## src/rtl/doppler_pkg.sv

```systemverilog
package doppler_pkg;

  // ----------------------------------------------------------
  // widths
  // ----------------------------------------------------------
  localparam int SAMPLE_W   = 16;
  localparam int COUNT_W    = 32;
  localparam int SET_ADDR_W = 8;
  localparam int SET_DATA_W = 32;
  localparam int RB_DATA_W  = 64;

  // ----------------------------------------------------------
  // settings and readback addresses
  // ----------------------------------------------------------
  localparam logic [SET_ADDR_W-1:0] SR_THRESHOLD = 8'd194;
  localparam logic [SET_ADDR_W-1:0] SR_OFFSET    = 8'd195;
  localparam logic [SET_ADDR_W-1:0] SR_PPX_RATE  = 8'd200;

  localparam logic [SET_ADDR_W-1:0] RB_SETTINGS = 8'd0;
  localparam logic [SET_ADDR_W-1:0] RB_COUNTS   = 8'd1;
  localparam logic [SET_ADDR_W-1:0] RB_RATE     = 8'd2;

  // returned for any address not decoded
  localparam logic [RB_DATA_W-1:0] RB_BAD = 64'h0BADC0DE_0BADC0DE;

  // shortest interval the timer will run
  localparam logic [COUNT_W-1:0] PPX_RATE_MIN = 32'd2;

  // ----------------------------------------------------------
  // types
  // ----------------------------------------------------------

  // i in the upper half, q in the lower
  typedef struct packed {
    logic signed [SAMPLE_W-1:0] i;
    logic signed [SAMPLE_W-1:0] q;
  } iq_pair_t;

  // settings word, plain for the rate, split for threshold/offset
  typedef union packed {
    logic [SET_DATA_W-1:0] word;
    iq_pair_t              pair;
  } set_word_u;

  // hysteresis state of one rail
  typedef enum logic [1:0] {
    ZC_INIT  = 2'd0,
    ZC_ABOVE = 2'd1,
    ZC_BELOW = 2'd2
  } zc_state_e;

endpackage

```

## src/rtl/crossing_rate_counter.sv

```systemverilog
`timescale 1ns/10ps

module crossing_rate_counter
  import doppler_pkg::*;
(
  input  logic               ce_clk,
  input  logic               ce_rst,
  input  logic               i_crossing_i,
  input  logic               i_crossing_q,
  input  logic               i_ppx,
  output logic [COUNT_W-1:0] o_count_i,
  output logic [COUNT_W-1:0] o_count_q,
  output logic [COUNT_W-1:0] o_rate,
  output logic               o_rate_valid
);

  logic [COUNT_W-1:0] run_i_r;
  logic [COUNT_W-1:0] run_q_r;
  logic [COUNT_W-1:0] latch_i_r;
  logic [COUNT_W-1:0] latch_q_r;
  logic [COUNT_W-1:0] rate_r;
  logic               rate_valid_r;
  logic [COUNT_W:0]   sum;

  // carry kept, then halved
  assign sum = {1'b0, run_i_r} + {1'b0, run_q_r};

  // ----------------------------------------------------------
  // window counters
  // ----------------------------------------------------------
  always_ff @(posedge ce_clk) begin
    if (ce_rst) begin
      run_i_r      <= '0;
      run_q_r      <= '0;
      latch_i_r    <= '0;
      latch_q_r    <= '0;
      rate_r       <= '0;
      rate_valid_r <= 1'b0;
    end else begin
      rate_valid_r <= i_ppx;
      if (i_ppx) begin
        // close the window
        latch_i_r <= run_i_r;
        latch_q_r <= run_q_r;
        rate_r    <= sum[COUNT_W:1];
        // a crossing on this edge opens the next one
        run_i_r   <= COUNT_W'(i_crossing_i);
        run_q_r   <= COUNT_W'(i_crossing_q);
      end else begin
        run_i_r <= run_i_r + COUNT_W'(i_crossing_i);
        run_q_r <= run_q_r + COUNT_W'(i_crossing_q);
      end
    end
  end

  assign o_count_i    = latch_i_r;
  assign o_count_q    = latch_q_r;
  assign o_rate       = rate_r;
  assign o_rate_valid = rate_valid_r;

endmodule

```

## src/rtl/doppler_settings.sv

```systemverilog
`timescale 1ns/10ps

module doppler_settings
  import doppler_pkg::*;
#(
  parameter logic [COUNT_W-1:0] PPX_RATE_RESET = 32'd125000000
) (
  input  logic                  ce_clk,
  input  logic                  ce_rst,
  // write strobe
  input  logic                  i_set_stb,
  input  logic [SET_ADDR_W-1:0] i_set_addr,
  input  set_word_u             i_set_data,
  // readback
  input  logic [SET_ADDR_W-1:0] i_rb_addr,
  input  logic [COUNT_W-1:0]    i_count_i,
  input  logic [COUNT_W-1:0]    i_count_q,
  // settings out
  output iq_pair_t              o_threshold,
  output iq_pair_t              o_offset,
  output logic [COUNT_W-1:0]    o_rate,
  output logic                  o_rate_changed,
  output logic [RB_DATA_W-1:0]  o_rb_data
);

  iq_pair_t           threshold_r;
  iq_pair_t           offset_r;
  logic [COUNT_W-1:0] rate_r;
  logic               rate_changed_r;

  // ----------------------------------------------------------
  // register bank
  // ----------------------------------------------------------
  always_ff @(posedge ce_clk) begin
    if (ce_rst) begin
      threshold_r    <= '0;
      offset_r       <= '0;
      rate_r         <= PPX_RATE_RESET;
      rate_changed_r <= 1'b0;
    end else begin
      rate_changed_r <= 1'b0;
      if (i_set_stb) begin
        case (i_set_addr)
          // per-rail values through the pair view
          SR_THRESHOLD: threshold_r <= i_set_data.pair;
          SR_OFFSET:    offset_r    <= i_set_data.pair;
          // interval length as a plain word
          SR_PPX_RATE: begin
            rate_r         <= i_set_data.word;
            rate_changed_r <= 1'b1;
          end
          default: ;
        endcase
      end
    end
  end

  assign o_threshold    = threshold_r;
  assign o_offset       = offset_r;
  assign o_rate         = rate_r;
  assign o_rate_changed = rate_changed_r;

  // ----------------------------------------------------------
  // readback mux
  // ----------------------------------------------------------
  always_comb begin
    case (i_rb_addr)
      RB_SETTINGS: o_rb_data = {threshold_r, offset_r};
      RB_COUNTS:   o_rb_data = {i_count_i, i_count_q};
      RB_RATE:     o_rb_data = {{(RB_DATA_W-COUNT_W){1'b0}}, rate_r};
      default:     o_rb_data = RB_BAD;
    endcase
  end

endmodule

```

## src/rtl/doppler_tracker_top.sv

```systemverilog
`timescale 1ns/10ps

module doppler_tracker_top
  import doppler_pkg::*;
#(
  parameter logic [COUNT_W-1:0] PPX_RATE_RESET = 32'd125000000
) (
  input  logic                  ce_clk,
  input  logic                  ce_rst,
  // settings bus
  input  logic                  i_set_stb,
  input  logic [SET_ADDR_W-1:0] i_set_addr,
  input  set_word_u             i_set_data,
  // sample strobe
  input  logic                  i_sample_valid,
  input  iq_pair_t              i_sample,
  // readback and result
  input  logic [SET_ADDR_W-1:0] i_rb_addr,
  output logic [COUNT_W-1:0]    o_rate,
  output logic                  o_rate_valid,
  output logic [RB_DATA_W-1:0]  o_rb_data
);

  iq_pair_t           threshold;
  iq_pair_t           offset;
  logic [COUNT_W-1:0] ppx_rate;
  logic               ppx_rate_changed;
  logic               ppx;
  logic               crossing_i;
  logic               crossing_q;
  logic [COUNT_W-1:0] count_i;
  logic [COUNT_W-1:0] count_q;

  doppler_settings #(
    .PPX_RATE_RESET(PPX_RATE_RESET)
  ) doppler_settings_i (
    .ce_clk        (ce_clk),
    .ce_rst        (ce_rst),
    .i_set_stb     (i_set_stb),
    .i_set_addr    (i_set_addr),
    .i_set_data    (i_set_data),
    .i_rb_addr     (i_rb_addr),
    .i_count_i     (count_i),
    .i_count_q     (count_q),
    .o_threshold   (threshold),
    .o_offset      (offset),
    .o_rate        (ppx_rate),
    .o_rate_changed(ppx_rate_changed),
    .o_rb_data     (o_rb_data)
  );

  ppx_timer ppx_timer_i (
    .ce_clk   (ce_clk),
    .ce_rst   (ce_rst),
    .i_rate   (ppx_rate),
    .i_restart(ppx_rate_changed),
    .o_ppx    (ppx)
  );

  // ----------------------------------------------------------
  // one detector per rail
  // ----------------------------------------------------------
  zc_detector zc_detector_i (
    .ce_clk     (ce_clk),
    .ce_rst     (ce_rst),
    .i_valid    (i_sample_valid),
    .i_sample   (i_sample.i),
    .i_threshold(threshold.i),
    .i_offset   (offset.i),
    .o_crossing (crossing_i)
  );

  zc_detector zc_detector_q (
    .ce_clk     (ce_clk),
    .ce_rst     (ce_rst),
    .i_valid    (i_sample_valid),
    .i_sample   (i_sample.q),
    .i_threshold(threshold.q),
    .i_offset   (offset.q),
    .o_crossing (crossing_q)
  );

  crossing_rate_counter crossing_rate_counter_i (
    .ce_clk      (ce_clk),
    .ce_rst      (ce_rst),
    .i_crossing_i(crossing_i),
    .i_crossing_q(crossing_q),
    .i_ppx       (ppx),
    .o_count_i   (count_i),
    .o_count_q   (count_q),
    .o_rate      (o_rate),
    .o_rate_valid(o_rate_valid)
  );

endmodule

```

## src/rtl/ppx_timer.sv

```systemverilog
`timescale 1ns/10ps

module ppx_timer
  import doppler_pkg::*;
(
  input  logic               ce_clk,
  input  logic               ce_rst,
  input  logic [COUNT_W-1:0] i_rate,
  input  logic               i_restart,
  output logic               o_ppx
);

  logic [COUNT_W-1:0] count_r;
  logic [COUNT_W-1:0] rate_eff;
  logic               terminal;

  // too-short intervals run at the minimum
  assign rate_eff = (i_rate < PPX_RATE_MIN) ? PPX_RATE_MIN : i_rate;

  // last cycle of the interval
  // held off while restarting, the count is stale then
  assign terminal = (count_r == rate_eff - 1'b1) && !i_restart;

  always_ff @(posedge ce_clk) begin
    if (ce_rst) begin
      count_r <= '0;
    end else if (i_restart || terminal) begin
      count_r <= '0;
    end else begin
      count_r <= count_r + 1'b1;
    end
  end

  // one cycle per interval
  assign o_ppx = terminal;

endmodule

```

## src/rtl/zc_detector.sv

```systemverilog
`timescale 1ns/10ps

module zc_detector
  import doppler_pkg::*;
(
  input  logic                       ce_clk,
  input  logic                       ce_rst,
  input  logic                       i_valid,
  input  logic signed [SAMPLE_W-1:0] i_sample,
  input  logic signed [SAMPLE_W-1:0] i_threshold,
  input  logic signed [SAMPLE_W-1:0] i_offset,
  output logic                       o_crossing
);

  // one extra bit so the band edges never wrap
  logic signed [SAMPLE_W:0] sample_x;
  logic signed [SAMPLE_W:0] band_hi;
  logic signed [SAMPLE_W:0] band_lo;
  logic                     is_above;
  logic                     is_below;

  zc_state_e state_r;
  zc_state_e state_nxt;
  logic      crossing_r;

  assign sample_x = {i_sample[SAMPLE_W-1], i_sample};
  assign band_hi  = {i_offset[SAMPLE_W-1], i_offset} + {i_threshold[SAMPLE_W-1], i_threshold};
  assign band_lo  = {i_offset[SAMPLE_W-1], i_offset} - {i_threshold[SAMPLE_W-1], i_threshold};

  assign is_above = (sample_x >= band_hi);
  assign is_below = (sample_x <= band_lo);

  // ----------------------------------------------------------
  // hysteresis FSM
  // ----------------------------------------------------------
  always_comb begin
    state_nxt = state_r;
    if (i_valid) begin
      // upper edge wins if the band is inverted
      if (is_above) begin
        state_nxt = ZC_ABOVE;
      end else if (is_below) begin
        state_nxt = ZC_BELOW;
      end
    end
  end

  always_ff @(posedge ce_clk) begin
    if (ce_rst) begin
      state_r    <= ZC_INIT;
      crossing_r <= 1'b0;
    end else begin
      state_r <= state_nxt;
      // only below to above counts and leaving init does not
      crossing_r <= (state_r == ZC_BELOW) && (state_nxt == ZC_ABOVE);
    end
  end

  assign o_crossing = crossing_r;

endmodule

```

## config.mk

```make
export PLATFORM = sky130hd
export DESIGN_NAME = doppler_tracker_top
export DESIGN_NICKNAME = d
export VERILOG_FILES = /design/src/rtl/doppler_pkg.sv /design/src/rtl/crossing_rate_counter.sv /design/src/rtl/doppler_settings.sv /design/src/rtl/doppler_tracker_top.sv /design/src/rtl/ppx_timer.sv /design/src/rtl/zc_detector.sv
export SDC_FILE = /design/constraint.sdc
export NUM_CORES = 1
export LEC_CHECK = 0
export ABC_AREA = 1
export ABC_CLOCK_PERIOD_IN_PS = 4500
export BUFFER_PORTS_ARGS = -buffer_cell sky130_fd_sc_hd__buf_2
export CORE_ASPECT_RATIO = 0.75
export CORE_MARGIN = 1
export CORE_UTILIZATION = 39
export CTS_BUF_LIST = sky130_fd_sc_hd__clkbuf_4 sky130_fd_sc_hd__clkbuf_8 sky130_fd_sc_hd__clkbuf_16
export CTS_CLUSTER_DIAMETER = 60
export DETAILED_ROUTE_END_ITERATION = 16
export HOLD_SLACK_MARGIN = 0.06
export SLEW_MARGIN = 10
export SYNTH_ARGS = -nofsm -noshare
export SYNTH_HDL_FRONTEND = slang
export SYNTH_SLANG_ARGS = --single-unit
```

## constraint.sdc

```tcl
create_clock -name ce_clk -period 4.5 [get_ports ce_clk]
set_clock_uncertainty 0.2 [all_clocks]
set_input_delay 0.225 -clock ce_clk [delete_from_list [all_inputs] [get_ports ce_clk]]
set_output_delay 0.225 -clock ce_clk [all_outputs]
set_load 0.05 [all_outputs]
```

==> results_dict.tcl, run 1 <==
set metrics [dict create \
    timing.rr.end "zc_detector_q.state_r[1]$_SDFF_PP0_" \
    outcome "complete, no violations" \
    hold_viol_final 0 \
    min_period_over_period_pct 94.5 \
    hold-path-endpoint "doppler_settings_i.o_rate[24]$_SDFFE_PP1P_" \
    power_frac_comb_pct 6.2 \
    start_util_pct 39.4 \
    register_area_um2 5930 \
    grtUsageTotal_pct 27.8 \
    stdcell_count 3812 \
    slew_viol_final 0 \
    synthArstFlopShare_pct 0 \
    rr_startpoint "doppler_settings_i.o_threshold[3]$_SDFFE_PP0P_" \
    p_int_uw 4590 \
    ys_seq_area_share_pct 29.2 \
    hold_path_class "primary input to register" \
    ys.warnings.count 0 \
    grt_max_degree 119 \
    pwr_density_cell_nw_per_um2 256 \
    overflow 0 \
    antenna_found_initial 0 \
    switchingPower_uw 1490 \
    worstPathCellList "inv_1, ha_1, o21ai_0, a31oi_2, o21ai_2, a21oi_1, o21bai_1, a21boi_1, o21ai_1, nand2_1, a22oi_1, ha_1, inv_1, nor3_1, a221oi_1, o211ai_1, nand2_1, o211ai_1, buf_4, and3_1" \
    synthCells 2904 \
    p_leak_uw 0.0108 \
    critPathLaunch "doppler_settings_i.o_threshold[3]$_SDFFE_PP0P_" \
    layout_common_cells "nand2_1, nor2_1, inv_1, dfxtp_1, nand3_1" \
    viasPerCell 5.39 \
    place_congestion 1.00 \
    cts_made_buffers 37 \
    first_pass_iters 5 \
    die_h_um 200 \
    utilization_pct 46.0 \
    slowest_delay_ps 390 \
    clock_latency_ps 580 \
    required_ps 4760 \
    cap_violations 0 \
    setup_viol 0 \
    drt_iter0_markers 1877 \
    placementRows 72 \
    fillCellCount 5327 \
    criticalPathCategory "register to register" \
    htree_levels 2 \
    insertedDiodeCount 0 \
    seq_power_share_pct 43.4 \
    grt_pass1_vias 18700 \
    nets 3341 \
    netlist_area_um2 20300 \
    ys_types 55 \
    min-delay-start "i_set_addr[1]" \
    clk_pin_slew_worst_paths_ps 60 \
    syn_area_per_cell_um2 7.00 \
    syn-num-nets 3162 \
    path_buf_inv 3 \
    timing.fmax_ghz 0.235 \
    slowest_stage "ha_1" \
    relSlewSlack_pct 18.6 \
    clockBufferDepth 3 \
    hold_depth 5 \
    coreArea_um2 51500 \
    ff2ff_setup_slack_ps 250 \
    cp_max_fo 6 \
    syn_to_final_growth_pct 16.6 \
    place_hpwl_mm 59.9 \
    cp-end-kind "register" \
    ant_nets 0 \
    io_pins 181 \
    cp_data_arrival_time_ps 4510 \
    power_uw 6070 \
    synth-edff-count 0 \
    worstSetupStartpointType "register" \
    drive_gt1_share_pct 11.2 \
    synth_flop_cell "dfxtp_1" \
    ir_worst_vdd_uv 217 \
    worstMarginPinSlew_ps 1220 \
    clockPowerShare_pct 50.4 \
    cts_tree "done" \
    dr_total_vias 20600 \
    place_inst 3712 \
    r2r_cells 20 \
    ys_ff_latch 296 \
    min_period_ps 4250 \
    die_w_um 266 \
    multi_input_area_um2 12700 \
    grt_pass1_wl_mm 112 \
    crit_family "compound AO/OA/AOI/OAI gates" \
    die_area_um2 53000 \
    swShare_pct 24.5 \
    clock_sinks 296 \
    root_buffer "clkbuf_16" \
    drc_errors 0 \
    routedWlPerCell_um 19.8 \
    layout_commonest_cell "nand2_1" \
    routed_wl_mm 75.4 \
    portBuffers 180 \
    tns_ps 0 \
]
[cell type report]
class	count	share of cell area, %
multi-input cells	2149	53.5
flip-flops and latches	296	25.0
repair buffers	265	7.16
inverters	334	5.31
clock buffers	55	4.81
well taps	703	3.71
clock inverters	10	0.433
[worst max path at each step]
stage	to	slack (ps)	cells after the start
2_1_floorplan	zc_detector_q.state_r[1]$_SDFF_PP0_	840	19
4_1_cts	zc_detector_q.state_r[0]$_SDFF_PP0_	80	18
5_1_grt	zc_detector_i.state_r[1]$_SDFF_PP0_	-60	21
3_3_place_gp	zc_detector_q.o_crossing$_SDFF_PP0_	-90	18
3_5_place_dp	zc_detector_q.state_r[0]$_SDFF_PP0_	-9	18
6_report	zc_detector_q.state_r[1]$_SDFF_PP0_	250	20
[timing repair]
action / CTS / global route
hold endpoints to repair: 102 / 0
setup buffers: 0 / 2
hold buffers: 33 / 0
resized for setup: 1 / 20
pin swaps: 0 / 2
setup endpoints to repair: 2 / 6
[cell families (layout without fill, tap and decap cells)]
family	Yosys count	in the layout	synth area share, %
buffers and inverters	459	664	8.85
and+or+nand+nor	1338	1338	29.1
AOI/OAI and AO/OA	430	430	13.1
DFF	296	296	29.2
adders and majority gates	174	174	10.9
xor gates and xnor gates	207	207	8.92
[worst min-delay path, cell delays in order]
cell	delay, ps
buf_2	100
nor3_1	50
nand2_1	50
buf_4	290
o211ai_1	110
[power groups by stage]
stage / combinational, µW / clock, µW / sequential, µW
6_report: 376 / 3060 / 2640
5_1_grt: 416 / 3200 / 2640
4_1_cts: 368 / 3120 / 2640
3_5_place_dp: 344 / 0 / 2690
3_3_place_gp: 337 / 0 / 2690
2_1_floorplan: 208 / 0 / 2690
[metal layers]
layer	vias to the layer above	share of wire, %	GRT usage (%)
met5	-	0.16	1.68
met1	9662	49	41.2
met3	90	8.9	7.12
met2	709	40	38.9
met4	2	2.1	7.24
li1	10100	-	-
[through the flow]
| stage | hold WS, ps | cell area (µm²) | worst slack (ps) |
|---|---|---|---|
| floorplan | 194 | 20300 | 837 |
| CTS | 69.1 | 23600 | 81.9 |
| global route | 132 | 23700 | -56.5 |
| detailed placement | 220 | 22000 | -8.71 |
| finish | 104 | 23700 | 246 |
| global placement | 219 | 22000 | -93.1 |
[Yosys cell counts, types with 8 or more instances]
cell | instances | area, µm²
nor3_1 | 53 | 265
buf_2 | 16 | 80.1
o21bai_1 | 16 | 120
ha_1 | 169 | 2110
inv_2 | 11 | 41.3
nand4_1 | 136 | 851
nand3_1 | 188 | 941
a21oi_1 | 133 | 666
clkbuf_1 | 92 | 345
o2111ai_1 | 18 | 158
xnor2_1 | 43 | 377
a31oi_1 | 9 | 56.3
o211ai_1 | 50 | 375
dfxtp_1 | 296 | 5930
o21ai_0 | 98 | 490
inv_1 | 318 | 1190
a211oi_1 | 70 | 526
a21boi_0 | 8 | 60.1
nand2_1 | 565 | 2120
nor2_1 | 322 | 1210
nor2_2 | 9 | 56.3
xor2_1 | 164 | 1440
nor4_1 | 25 | 156
nand3b_1 | 8 | 60.1
Note: power is estimated with default switching activity, not from simulation.
==> run 2: changes to the inputs <==
--- a/config.mk
+++ b/config.mk
@@ -5,7 +5,6 @@
 export SDC_FILE = /design/constraint.sdc
 export NUM_CORES = 1
 export LEC_CHECK = 0
-export ABC_AREA = 1
 export ABC_CLOCK_PERIOD_IN_PS = 4500
 export BUFFER_PORTS_ARGS = -buffer_cell sky130_fd_sc_hd__buf_2
 export CORE_ASPECT_RATIO = 0.75
==> run 2 against run 1 <==
Effect of this change: the flow now finishes with violations (negative setup slack); register-to-register slack worse by 330 ps; sequential share of layout area rose by 0.18 points; area after synthesis shrank 6.4%; setup slack worse by 330 ps; routed wire length shrank 9.1%; count of clock-buffer cells in the layout is 11 lower; highest routed layer is now met4.
==> results_dict.tcl, run 2 <==
set metrics [dict create \
    root_buffer "clkbuf_16" \
    layout_common_cells "nand2_1, dfxtp_1, nor2_1, buf_2, ha_1" \
    grt_pass1_wl_mm 99.6 \
    rsz0062_at_grt "yes" \
    ys_seq_area_share_pct 31.2 \
    rr_startpoint "doppler_settings_i.o_rate[17]$_SDFFE_PP1P_" \
    slew_viol_final 0 \
    whs_ps 69.5 \
    grtUsageTotal_pct 25.6 \
    layout_commonest_cell "nand2_1" \
    ant_nets 0 \
    worstMarginPinSlew_ps 984 \
    drt_iter0_markers 1597 \
    relSlewSlack_pct 34.4 \
    netlist_area_um2 19000 \
    placementRows 69 \
    ys.warnings.count 0 \
    grt_pass1_vias 17200 \
    hold_viol_final 0 \
    overflow 0 \
    worstSetupStartpointType "register" \
    place_hpwl_mm 52.1 \
    utilization_pct 49.3 \
    syn-num-nets 2645 \
    tns_ps -2120 \
    clock_latency_ps 600 \
    synth-edff-count 0 \
    die_h_um 193 \
    syn_to_final_growth_pct 23.7 \
    criticalPathCategory "register to register" \
    ff2ff_setup_slack_ps -80 \
    stdcell_count 3297 \
    synth_flop_cell "dfxtp_1" \
    ir_worst_vdd_uv 207 \
    dr_total_vias 18600 \
    cp_data_arrival_time_ps 4860 \
    critPathLaunch "doppler_settings_i.o_rate[17]$_SDFFE_PP1P_" \
    synth_top_area_share_pct 31.2 \
    first_pass_iters 5 \
    place_inst 3173 \
    synthTopCellsByCount "nand2_1, dfxtp_1, nor2_1" \
    placed_cell_area_um2 21000 \
    cts_tree "done" \
    routed_wl_mm 68.5 \
    place_congestion 0.963 \
    drc_errors 0 \
    timing.fmax_ghz 0.218 \
    die_area_um2 49700 \
    ys_types 75 \
    ys_ff_latch 296 \
    cap_violations 0 \
    die_w_um 257 \
    timing.rr.end "ppx_timer_i.count_r[2]$_SDFF_PP0_" \
    viasPerCell 5.63 \
    pwr_density_cell_nw_per_um2 249 \
    cp-end-kind "register" \
    clockBufferDepth 3 \
    drive_gt1_share_pct 18.1 \
    min_period_over_period_pct 102 \
    hold_path_class "primary input to register" \
    synthTopCellsByArea "dfxtp_1, ha_1, nand2_1" \
    clock_sinks 296 \
    synthCells 2387 \
    min_period_ps 4580 \
    final_cell_area_um2 23500 \
    grt_max_degree 89 \
    antenna_found_initial 1 \
    required_ps 4780 \
    setup_slack_ps -80.8 \
    setup_viol 73 \
    nets 2894 \
    violations "negative setup slack" \
    fillCellCount 4637 \
    synthArstFlopShare_pct 0 \
    htree_levels 1 \
    routedWlPerCell_um 20.8 \
    start_util_pct 39.8 \
    yosys.area.top_type "dfxtp_1" \
    portBuffers 180 \
    insertedDiodeCount 0 \
    cp_max_fo 8 \
    io_pins 181 \
    r2r_cells 16 \
    p_leak_uw 0.00960 \
    cp-endpoint "ppx_timer_i.count_r[2]$_SDFF_PP0_" \
    cts_made_buffers 31 \
    clk_pin_slew_worst_paths_ps 70 \
    syn_area_per_cell_um2 7.97 \
    coreArea_um2 47700 \
    yosysMostFrequentCell "nand2_1" \
    outcome "finished, violations left" \
]
==> run 2: repair_timing <==
action | 4_1_cts | 5_1_grt
endpoints found under the setup margin | 196 | 199
hold buffers | 36 | 0
cloned | 1 | 22
resized for setup | 15 | 155
setup buffers | 0 | 10
pin swaps | 1 | 72
hold endpoints to repair | 101 | 0
==> run 2: worst max-delay path, stage by stage, from the launching register on <==
cell and delay, ps:
dfxtp_1 310, or4_4 570, or2_4 300, nor2_2 140, a21oi_1 90, ha_2 220, or3b_4 250, nor4_4 60
or3_4 400, a2111oi_4 380, nand4_1 190, nor4_4 380, buf_4 200, and2_4 160, a311o_2 340, clkbuf_16 220
nor2_1 50
==> run 2: worst min path at each step <==
stage	start	to	slack [ps]	cells after the start
3_3_place_gp	zc_detector_i.state_r[0]$_SDFF_PP0_	zc_detector_i.o_crossing$_SDFF_PP0_	210	1
2_1_floorplan	i_set_data[11]	doppler_settings_i.o_rate[11]$_SDFFE_PP1P_	150	2
5_1_grt	i_set_addr[0]	doppler_settings_i.o_rate[30]$_SDFFE_PP0P_	110	5
4_1_cts	i_sample[14]	zc_detector_q.state_r[0]$_SDFF_PP0_	60	6
6_report	i_sample[23]	zc_detector_i.o_crossing$_SDFF_PP0_	70	6
3_5_place_dp	zc_detector_i.state_r[0]$_SDFF_PP0_	zc_detector_i.o_crossing$_SDFF_PP0_	230	1
==> run 2: kinds of logic after synthesis <==
| logic type | synth area share [%] |
|---|---|
| compound gates | 18.1 |
| buf+inv | 4.68 |
| mux | 2.74 |
| xor+xnor | 9.07 |
| flops | 31.2 |
| simple gates | 22.6 |
| fa+ha+maj | 11.6 |
==> run 2: metrics by stage <==
stage	total power, µW	worst slack [ps]
final	5850	-80.8
after global placement	3020	-271
after floorplan	2880	87.1
after global routing	6010	-181
after detailed placement	3020	-333
after CTS	5800	17.9
==> run 2: layer usage <==
layer | share of wire [%] | GRT usage (%) | wire, µm
met4 | 2.0 | 5.38 | 1370
met3 | 8.6 | 5.36 | 5900
met2 | 44 | 40.5 | 30300
met5 | 0 | 0 | 0
met1 | 45 | 35.8 | 31000
==> run 2: where the power goes <==
group | internal, µW | leakage, µW | switching (µW)
registers | 2630 | 0.00238 | 7.66
clock network | 1640 | 0.000547 | 1140
logic | 185 | 0.00667 | 247
total | 4450 | 0.00960 | 1390
==> run 2: layout make-up <==
cell class,count,area (µm²),share of cell area [%]
Tap cell,639,800,3.40
Clock inverter,11,188,0.798
Timing Repair Buffer,337,2660,11.3
Multi-Input combinational cell,1876,12700,53.9
Clock buffer,44,911,3.87
Sequential cell,296,5930,25.2
Inverter,94,365,1.55
